[config.mk]
export PLATFORM = sky130hd
export DESIGN_NAME = fmModTop
export DESIGN_NICKNAME = d
export VERILOG_FILES = /design/src/source/fmDspPkg.sv /design/src/source/fmRegPkg.sv /design/src/source/fmChannel.sv /design/src/source/fmCombiner.sv /design/src/source/fmModRegs.sv /design/src/source/fmModTop.sv
export SDC_FILE = /design/constraint.sdc
export NUM_CORES = 2
export LEC_CHECK = 0
export ABC_AREA = 1
export BUFFER_PORTS_ARGS = -buffer_cell sky130_fd_sc_hd__buf_2
export CAP_MARGIN = 20
export CELL_PAD_IN_SITES_DETAIL_PLACEMENT = 1
export CELL_PAD_IN_SITES_GLOBAL_PLACEMENT = 2
export CORE_ASPECT_RATIO = 0.8
export CORE_UTILIZATION = 30
export CTS_BUF_LIST = sky130_fd_sc_hd__clkbuf_16
export DETAILED_ROUTE_END_ITERATION = 10
export GPL_TIMING_DRIVEN = 0
export PLACE_DENSITY_LB_ADDON = 0.1
export RECOVER_POWER = 100
export SYNTH_ARGS = -nofsm -noshare
export SYNTH_HDL_FRONTEND = slang
export SYNTH_HIERARCHICAL = 1
export SYNTH_SLANG_ARGS = --single-unit
[constraint.sdc]
create_clock -name clk -period 3.75 [get_ports clk]
set_input_delay 0.5625 -clock clk [delete_from_list [all_inputs] [get_ports clk]]
set_output_delay 0.5625 -clock clk [all_outputs]
set_load 0.02 [all_outputs]
[src/source/fmDspPkg.sv]
`default_nettype none

package fmDspPkg;

    localparam int sampleWidth = 16;

    typedef logic signed [sampleWidth-1:0] sampleT;

    // Settings of one modulator channel
    typedef struct packed {
        logic [31:0] carrierFreq;
        logic [17:0] deviation;
        logic [15:0] bitrateDiv;
        logic        modClkSel;
        logic [4:0]  cicShift;
    } chanCfgT;

endpackage

`default_nettype wire

[src/source/fmRegPkg.sv]
`default_nettype none

package fmRegPkg;

    // Bus address layout
    localparam int addrWidth = 12;
    localparam int chanMsb   = 11;
    localparam int chanLsb   = 8;
    localparam int offMsb    = 3;
    localparam int offLsb    = 0;

    // Register offset within one channel
    typedef enum logic [3:0] {
        offFreq    = 4'd0,
        offDev     = 4'd1,
        offBitrate = 4'd2,
        offCic     = 4'd3
    } regOffsetT;

    // Field view of the bit-rate register
    typedef struct packed {
        logic        modClkSel;
        logic [14:0] unused;
        logic [15:0] bitrateDiv;
    } bitrateFieldsT;

    // Same word seen as raw bus data or as fields
    typedef union packed {
        logic [31:0]   raw;
        bitrateFieldsT fields;
    } bitrateWordU;

endpackage

`default_nettype wire

[src/source/fmChannel.sv]
`default_nettype none

module fmChannel
    import fmDspPkg::*;
(
    input  wire logic    clk,
    input  wire logic    rstN,
    input  wire chanCfgT cfg,
    input  wire logic    dataBit,
    output logic         bitReq,
    output sampleT       sample
);

    logic        toggleQ;
    logic        enable;
    logic [15:0] divCnt;
    logic        divHit;
    logic        symbolQ;
    logic [31:0] phaseQ;
    logic [31:0] devExt;
    logic [31:0] phaseStep;
    sampleT      phaseHi;

    // Half-rate mode advances on every second cycle
    assign enable = !cfg.modClkSel || toggleQ;

    assign divHit = divCnt >= cfg.bitrateDiv;

    assign devExt    = {{14{cfg.deviation[17]}}, cfg.deviation};
    assign phaseStep = symbolQ ? cfg.carrierFreq + devExt : cfg.carrierFreq - devExt;

    assign phaseHi = sampleT'(phaseQ[31:16]);

    always_ff @(posedge clk) begin
        if (!rstN) begin
            toggleQ <= 1'b0;
        end else begin
            toggleQ <= cfg.modClkSel ? !toggleQ : 1'b0;
        end
    end

    // Bit-rate divider and symbol latch
    always_ff @(posedge clk) begin
        if (!rstN) begin
            divCnt  <= '0;
            bitReq  <= 1'b0;
            symbolQ <= 1'b0;
        end else begin
            bitReq <= 1'b0;
            if (enable) begin
                if (divHit) begin
                    divCnt  <= '0;
                    bitReq  <= 1'b1;
                    symbolQ <= dataBit;
                end else begin
                    divCnt <= divCnt + 16'd1;
                end
            end
        end
    end

    // NCO phase accumulator
    always_ff @(posedge clk) begin
        if (!rstN) begin
            phaseQ <= '0;
        end else if (enable) begin
            phaseQ <= phaseQ + phaseStep;
        end
    end

    // Sawtooth taken from the top phase bits
    always_ff @(posedge clk) begin
        if (!rstN) begin
            sample <= '0;
        end else begin
            sample <= phaseHi >>> cfg.cicShift;
        end
    end

    assert property (@(posedge clk) disable iff (!rstN)
        (bitReq && cfg.modClkSel) |=> !bitReq);

endmodule

`default_nettype wire

[src/source/fmCombiner.sv]
`default_nettype none

module fmCombiner
    import fmDspPkg::*;
#(
    parameter int numChannels = 4
) (
    input  wire logic   clk,
    input  wire logic   rstN,
    input  wire sampleT samples [numChannels],
    output sampleT      sampleOut
);

    // Enough headroom for the worst-case sum
    localparam int accWidth  = sampleWidth + $clog2(numChannels) + 1;
    localparam int sampleMax = 2 ** (sampleWidth - 1) - 1;
    localparam int sampleMin = -(2 ** (sampleWidth - 1));

    logic signed [accWidth-1:0] sumAll;
    sampleT                     satVal;

    always_comb begin
        sumAll = '0;
        for (int i = 0; i < numChannels; i++) begin
            sumAll = sumAll + samples[i];
        end
    end

    // Clamp to the signed sample range
    always_comb begin
        if (sumAll > sampleMax) begin
            satVal = sampleT'(sampleMax);
        end else if (sumAll < sampleMin) begin
            satVal = sampleT'(sampleMin);
        end else begin
            satVal = sampleT'(sumAll);
        end
    end

    always_ff @(posedge clk) begin
        if (!rstN) begin
            sampleOut <= '0;
        end else begin
            sampleOut <= satVal;
        end
    end

    // Any X from a channel would show up here
    assert property (@(posedge clk) rstN |=> !$isunknown(sampleOut));

endmodule

`default_nettype wire

[src/source/fmModRegs.sv]
`default_nettype none

module fmModRegs
    import fmRegPkg::*, fmDspPkg::*;
#(
    parameter int numChannels = 4
) (
    input  wire logic                 clk,
    input  wire logic                 rstN,
    input  wire logic                 cs,
    input  wire logic                 wrEn,
    input  wire logic [3:0]           byteEn,
    input  wire logic [addrWidth-1:0] addr,
    input  wire logic [31:0]          dataIn,
    output logic      [31:0]          dataOut,
    output chanCfgT                   chanCfg [numChannels]
);

    localparam int cfgBits = $bits(chanCfgT);

    logic [3:0]  chanSel;
    regOffsetT   offSel;
    logic        chanValid;
    logic        wrHit;
    bitrateWordU wrWord;
    bitrateWordU rdWord;
    chanCfgT     rdCfg;
    logic [numChannels*cfgBits-1:0] cfgFlat;

    assign chanSel   = addr[chanMsb:chanLsb];
    assign offSel    = regOffsetT'(addr[offMsb:offLsb]);
    assign chanValid = int'(chanSel) < numChannels;
    assign wrHit     = cs && wrEn && chanValid;
    assign wrWord    = bitrateWordU'(dataIn);

    always_ff @(posedge clk) begin
        if (!rstN) begin
            for (int i = 0; i < numChannels; i++) begin
                chanCfg[i] <= '0;
            end
        end else if (wrHit) begin
            for (int i = 0; i < numChannels; i++) begin
                if (chanSel == 4'(i)) begin
                    case (offSel)
                        offFreq: begin
                            if (byteEn[0]) chanCfg[i].carrierFreq[7:0]   <= dataIn[7:0];
                            if (byteEn[1]) chanCfg[i].carrierFreq[15:8]  <= dataIn[15:8];
                            if (byteEn[2]) chanCfg[i].carrierFreq[23:16] <= dataIn[23:16];
                            if (byteEn[3]) chanCfg[i].carrierFreq[31:24] <= dataIn[31:24];
                        end
                        offDev: begin
                            if (byteEn[0]) chanCfg[i].deviation[7:0]   <= dataIn[7:0];
                            if (byteEn[1]) chanCfg[i].deviation[15:8]  <= dataIn[15:8];
                            if (byteEn[2]) chanCfg[i].deviation[17:16] <= dataIn[17:16];
                        end
                        offBitrate: begin
                            if (byteEn[0]) begin
                                chanCfg[i].bitrateDiv[7:0] <= wrWord.fields.bitrateDiv[7:0];
                            end
                            if (byteEn[1]) begin
                                chanCfg[i].bitrateDiv[15:8] <= wrWord.fields.bitrateDiv[15:8];
                            end
                            // Lane 2 carries only unused bits here
                            if (byteEn[3]) chanCfg[i].modClkSel <= wrWord.fields.modClkSel;
                        end
                        offCic: begin
                            if (byteEn[0]) chanCfg[i].cicShift <= dataIn[4:0];
                        end
                        default: ;
                    endcase
                end
            end
        end
    end

    // Readback mux
    always_comb begin
        rdCfg   = '0;
        rdWord  = '0;
        dataOut = '0;
        for (int i = 0; i < numChannels; i++) begin
            if (chanSel == 4'(i)) begin
                rdCfg = chanCfg[i];
            end
        end
        rdWord.fields.modClkSel  = rdCfg.modClkSel;
        rdWord.fields.bitrateDiv = rdCfg.bitrateDiv;
        if (cs && chanValid) begin
            case (offSel)
                offFreq:    dataOut = rdCfg.carrierFreq;
                offDev:     dataOut = {14'd0, rdCfg.deviation};
                offBitrate: dataOut = rdWord.raw;
                offCic:     dataOut = {27'd0, rdCfg.cicShift};
                default:    dataOut = '0;
            endcase
        end
    end

    always_comb begin
        for (int i = 0; i < numChannels; i++) begin
            cfgFlat[i*cfgBits +: cfgBits] = chanCfg[i];
        end
    end

    // Out-of-range channel writes leave every bank untouched
    assert property (@(posedge clk) disable iff (!rstN)
        (cs && wrEn && !chanValid) |=> $stable(cfgFlat));

endmodule

`default_nettype wire

[src/source/fmModTop.sv]
`default_nettype none

module fmModTop
    import fmDspPkg::*;
#(
    parameter int numChannels = 4
) (
    input  wire logic                   clk,
    input  wire logic                   rstN,
    input  wire logic                   cs,
    input  wire logic                   wrEn,
    input  wire logic [3:0]             byteEn,
    input  wire logic [11:0]            addr,
    input  wire logic [31:0]            dataIn,
    output wire logic [31:0]            dataOut,
    input  wire logic [numChannels-1:0] symbolBits,
    output wire logic [numChannels-1:0] bitReqs,
    output wire sampleT                 sampleOut
);

    wire chanCfgT chanCfg [numChannels];
    wire sampleT  samples [numChannels];

    fmModRegs #(
        .numChannels(numChannels)
    ) i_fmModRegs (
        .clk,
        .rstN,
        .cs,
        .wrEn,
        .byteEn,
        .addr,
        .dataIn,
        .dataOut,
        .chanCfg
    );

    for (genvar i = 0; i < numChannels; i++) begin : gChan
        fmChannel i_fmChannel (
            .clk,
            .rstN,
            .cfg     (chanCfg[i]),
            .dataBit (symbolBits[i]),
            .bitReq  (bitReqs[i]),
            .sample  (samples[i])
        );
    end

    fmCombiner #(
        .numChannels(numChannels)
    ) i_fmCombiner (
        .clk,
        .rstN,
        .samples,
        .sampleOut
    );

endmodule

`default_nettype wire

==> results.yml <==
status:
  status: "finished with violations"
  failed_checks: "max-capacitance violations, max-slew violations, negative setup slack"
clock_network:
  path_clk_slew_ps: 60
  cts.sinks: 572
  clockBufferDepth: 3
  clk_latency_ps: 700
  cts_root_buf: "clkbuf_16"
  cts_tree: "done"
  cts_hold_buf: 0
  htree_levels: 3
  cts-buffers-inserted: 75
hold_path:
  min-delay-start: "symbolBits[3]"
  min_path_cells: 3
  hp-class: "in -> reg"
  holdPathEnd: "gChan[3].i_fmChannel/symbolQ"
global_routing:
  antenna_found_initial: 28
  grt_max_degree: 13
  grt_pass1_vias: 49900
  grt_usage_pct: 28.6
  overflow: 0
  grt_pass1_wl_mm: 332
critical_path:
  end_kind: "flop"
  rrSetupSlack_ps: -940
  rr_worst_depth: 29
  r2r_end: "gChan[2].i_fmChannel/phaseQ[30]"
  crit_required_ps: 4360
  r2r_start: "i_fmModRegs/chanCfg[95]"
  crit_fanout: 12
  crit_type: "in -> reg"
  crit_arrival_ps: 5470
  critPathLaunchType: "input pin"
cells_and_area:
  drive_above_1_share_pct: 27.9
  final_cell_area_sq_mm: 0.0632
  fin_nets: 8201
  final-seq-area_sq_mm: 0.0115
  area_delta_synth_final_pct: 37.2
  multi_input_area_sq_mm: 0.0386
  nFillCells: 18800
  fin_cells: 9833
synthesis:
  synth_edf_count: 0
  yosys.cell_types.count: 72
  async_reset_ff_share_pct: 0
  synth_top_family_by_area: "simple AND/OR/NAND/NOR gates"
  postSynthCellCount: 7189
  synthesis.nets: 7632
  synthAdderAreaFrac_pct: 11.2
  synth-compound-area-share_pct: 16.2
  ys_warn_count: 6
  synthXorXnorAreaFrac_pct: 5.32
  ys_seq_area_share_pct: 24.9
  synth-main-ff-cell: "dfxtp_1"
  synth_mux_area_share_pct: 0.261
  synth-simple-area-share_pct: 32.8
  ys_ff_latch: 572
  synth_area_per_cell_sq_um: 6.41
  syn-cell-area_sq_mm: 0.0461
placed_design:
  portBuffers: 101
  pre_cts_slack_ps: -1500
  placed_cells: 9308
  place_congestion: 0.923
  dpl_cell_area_sq_mm: 0.0495
  hpwl_mm: 185
sta:
  fin_crit_ps: 4860
  rsz0062_at_grt: "yes"
  maxSlewHeadroom_pct: -32.0
  hold_viol: 0
  post-route-period-util_pct: 130
  worst_pin_slew_ps: 1980
  setup_viol: 417
  final_max_slew_viol_count: 11
  holdWs_ps: 124
  fin_ws_ps: -1110
  finalClockSkew_ps: 36.0
  fmax_ghz: 0.206
routing:
  wl_per_cell_um: 23.8
  drt-initial-drc-count: 3512
  vias: 50900
  routed_via_density: 5.17
  drc: 0
  antenna_left: 0
  firstDrtPassIters: 6
  drt_wl_total_mm: 234
power:
  powerDensity_mw_per_mm2: 273
  total_power_mw: 17.3
  p_leak_nw: 29.3
  irDropWorstVdd_mv: 0.309
floorplanning:
  core-area_sq_mm: 0.152
  num_io_pins: 108
  num_rows: 128
  die_h_um: 352
  start_util_pct: 30.2
  die_area_sq_mm: 0.155
  dieWidth_um: 440
flow_run:
  drv_cap: 1
sequential cells by signal, indices dropped and copies added (netlist names):
name	count
gChan.i_fmChannel/bitReq	4
gChan.i_fmChannel/divCnt	64
gChan.i_fmChannel/phaseQ	128
gChan.i_fmChannel/sample	64
gChan.i_fmChannel/symbolQ	4
gChan.i_fmChannel/toggleQ	4
i_fmCombiner/sampleOut	16
i_fmModRegs/chanCfg	288
worst max path at each step:
stage,start,to,cells past startpoint
5_1_grt,i_fmModRegs/chanCfg[95],gChan[2].i_fmChannel/phaseQ[30],29
2_1_floorplan,i_fmModRegs/chanCfg[239],gChan[0].i_fmChannel/phaseQ[31],29
3_5_place_dp,i_fmModRegs/chanCfg[95],gChan[2].i_fmChannel/phaseQ[31],29
3_3_place_gp,i_fmModRegs/chanCfg[95],gChan[2].i_fmChannel/phaseQ[31],29
6_report,rstN,i_fmModRegs/chanCfg[134],7
4_1_cts,i_fmModRegs/chanCfg[166],gChan[1].i_fmChannel/phaseQ[30],30
cell usage after synthesis, drive strengths merged (22+ instances only):
cell type | n | share of area, %
nor3 | 72 | 0.96
a31oi | 35 | 0.48
o211ai | 41 | 0.67
or2 | 31 | 0.42
o21ai | 555 | 6.1
ha | 346 | 9.4
nor2 | 1105 | 9.7
a21oi | 549 | 6.1
dfxtp | 572 | 25
fa | 41 | 1.8
nand3 | 440 | 5.2
o21bai | 41 | 0.68
nand3b | 22 | 0.36
xnor2 | 102 | 1.9
nand2 | 1713 | 14
xor2 | 178 | 3.4
buf | 69 | 0.86
inv | 910 | 7.4
nand4 | 63 | 0.92
clkbuf | 126 | 1.1
what timing repair did:
item                                    in CTS  in global routing
gates cloned                                 0                  0
pin swaps                                  377                505
gates resized for setup                    918                972
buffers inserted                           221                185
endpoints found under the setup margin     117                104
per-stage QoR:
stage,TNS [ps],util (%)
2_1_floorplan,-1730,-
3_3_place_gp,-78240,32.5
3_5_place_dp,-80780,32.5
4_1_cts,-46680,37.7
5_1_grt,-178440,41.5
6_report,-177920,41.5
per-layer routing:
layer / vias up / GRT usage, % / share of wire (%)
met5: - / 0 / 0.023
met4: 8 / 6.38 / 2.3
met3: 221 / 4.14 / 6.4
met2: 1294 / 41.9 / 42
met1: 24900 / 43.5 / 49
li1: 24500 / - / -
cell usage in the layout, fill, tap and decap left out, drive strengths merged, types with 7 or more instances in the layout:
cell type and n:
nand2 1713, a21o 20, nand3b 22, xor2 178, o211ai 41, ha 346, nor3 72, a211oi 16
inv 927, nor3b 18, clkinv 30, a22o 8, o21bai 41, a32o 8, a21oi 549, o21ai 555
a21boi 9, or2 31, buf 526, and3 8, o31ai 13, diode 7, mux2i 12, nand3 440
o21a 21, nor2 1105, and2 15, nand4 63, dfxtp 572, xnor2 102, fa 41, clkbuf 237
a31oi 35
worst max-delay path: stages:
cell      delay, ps
clkbuf_1        770
clkbuf_1       1450
clkbuf_1        720
clkbuf_1        780
clkbuf_1        770
o21ai_0         220
nor2_1          130
where the power goes:
part | internal [mW] | leakage, nW | switching, mW
Clock | 4.09 | 1.20 | 3.26
Sequential | 6.26 | 4.64 | 0.182
Combinational | 1.22 | 23.5 | 2.24
Total | 11.6 | 29.3 | 5.68
cells by family (layout without fill, tap and decap cells):
group	Yosys count	after routing
simple gates	3492	3492
compound gates	1337	1337
buf+inv	1109	1731
flops	572	572
fa+ha+maj	387	387
xor+xnor	280	280
mux	12	12
other cells	0	7
area by class of cell:
type                       count  area share [%]
buffer                       195            1.43
sequential                   572            18.2
clock inverter                54           0.695
clock buffer                  76            3.01
multi-input combinational   5508            61.1
antenna                        7          0.0277
inverter                     914            5.52
timing repair buffer         492            6.00
tap                         2015            3.99
Power figures use the tool's default switching activity.
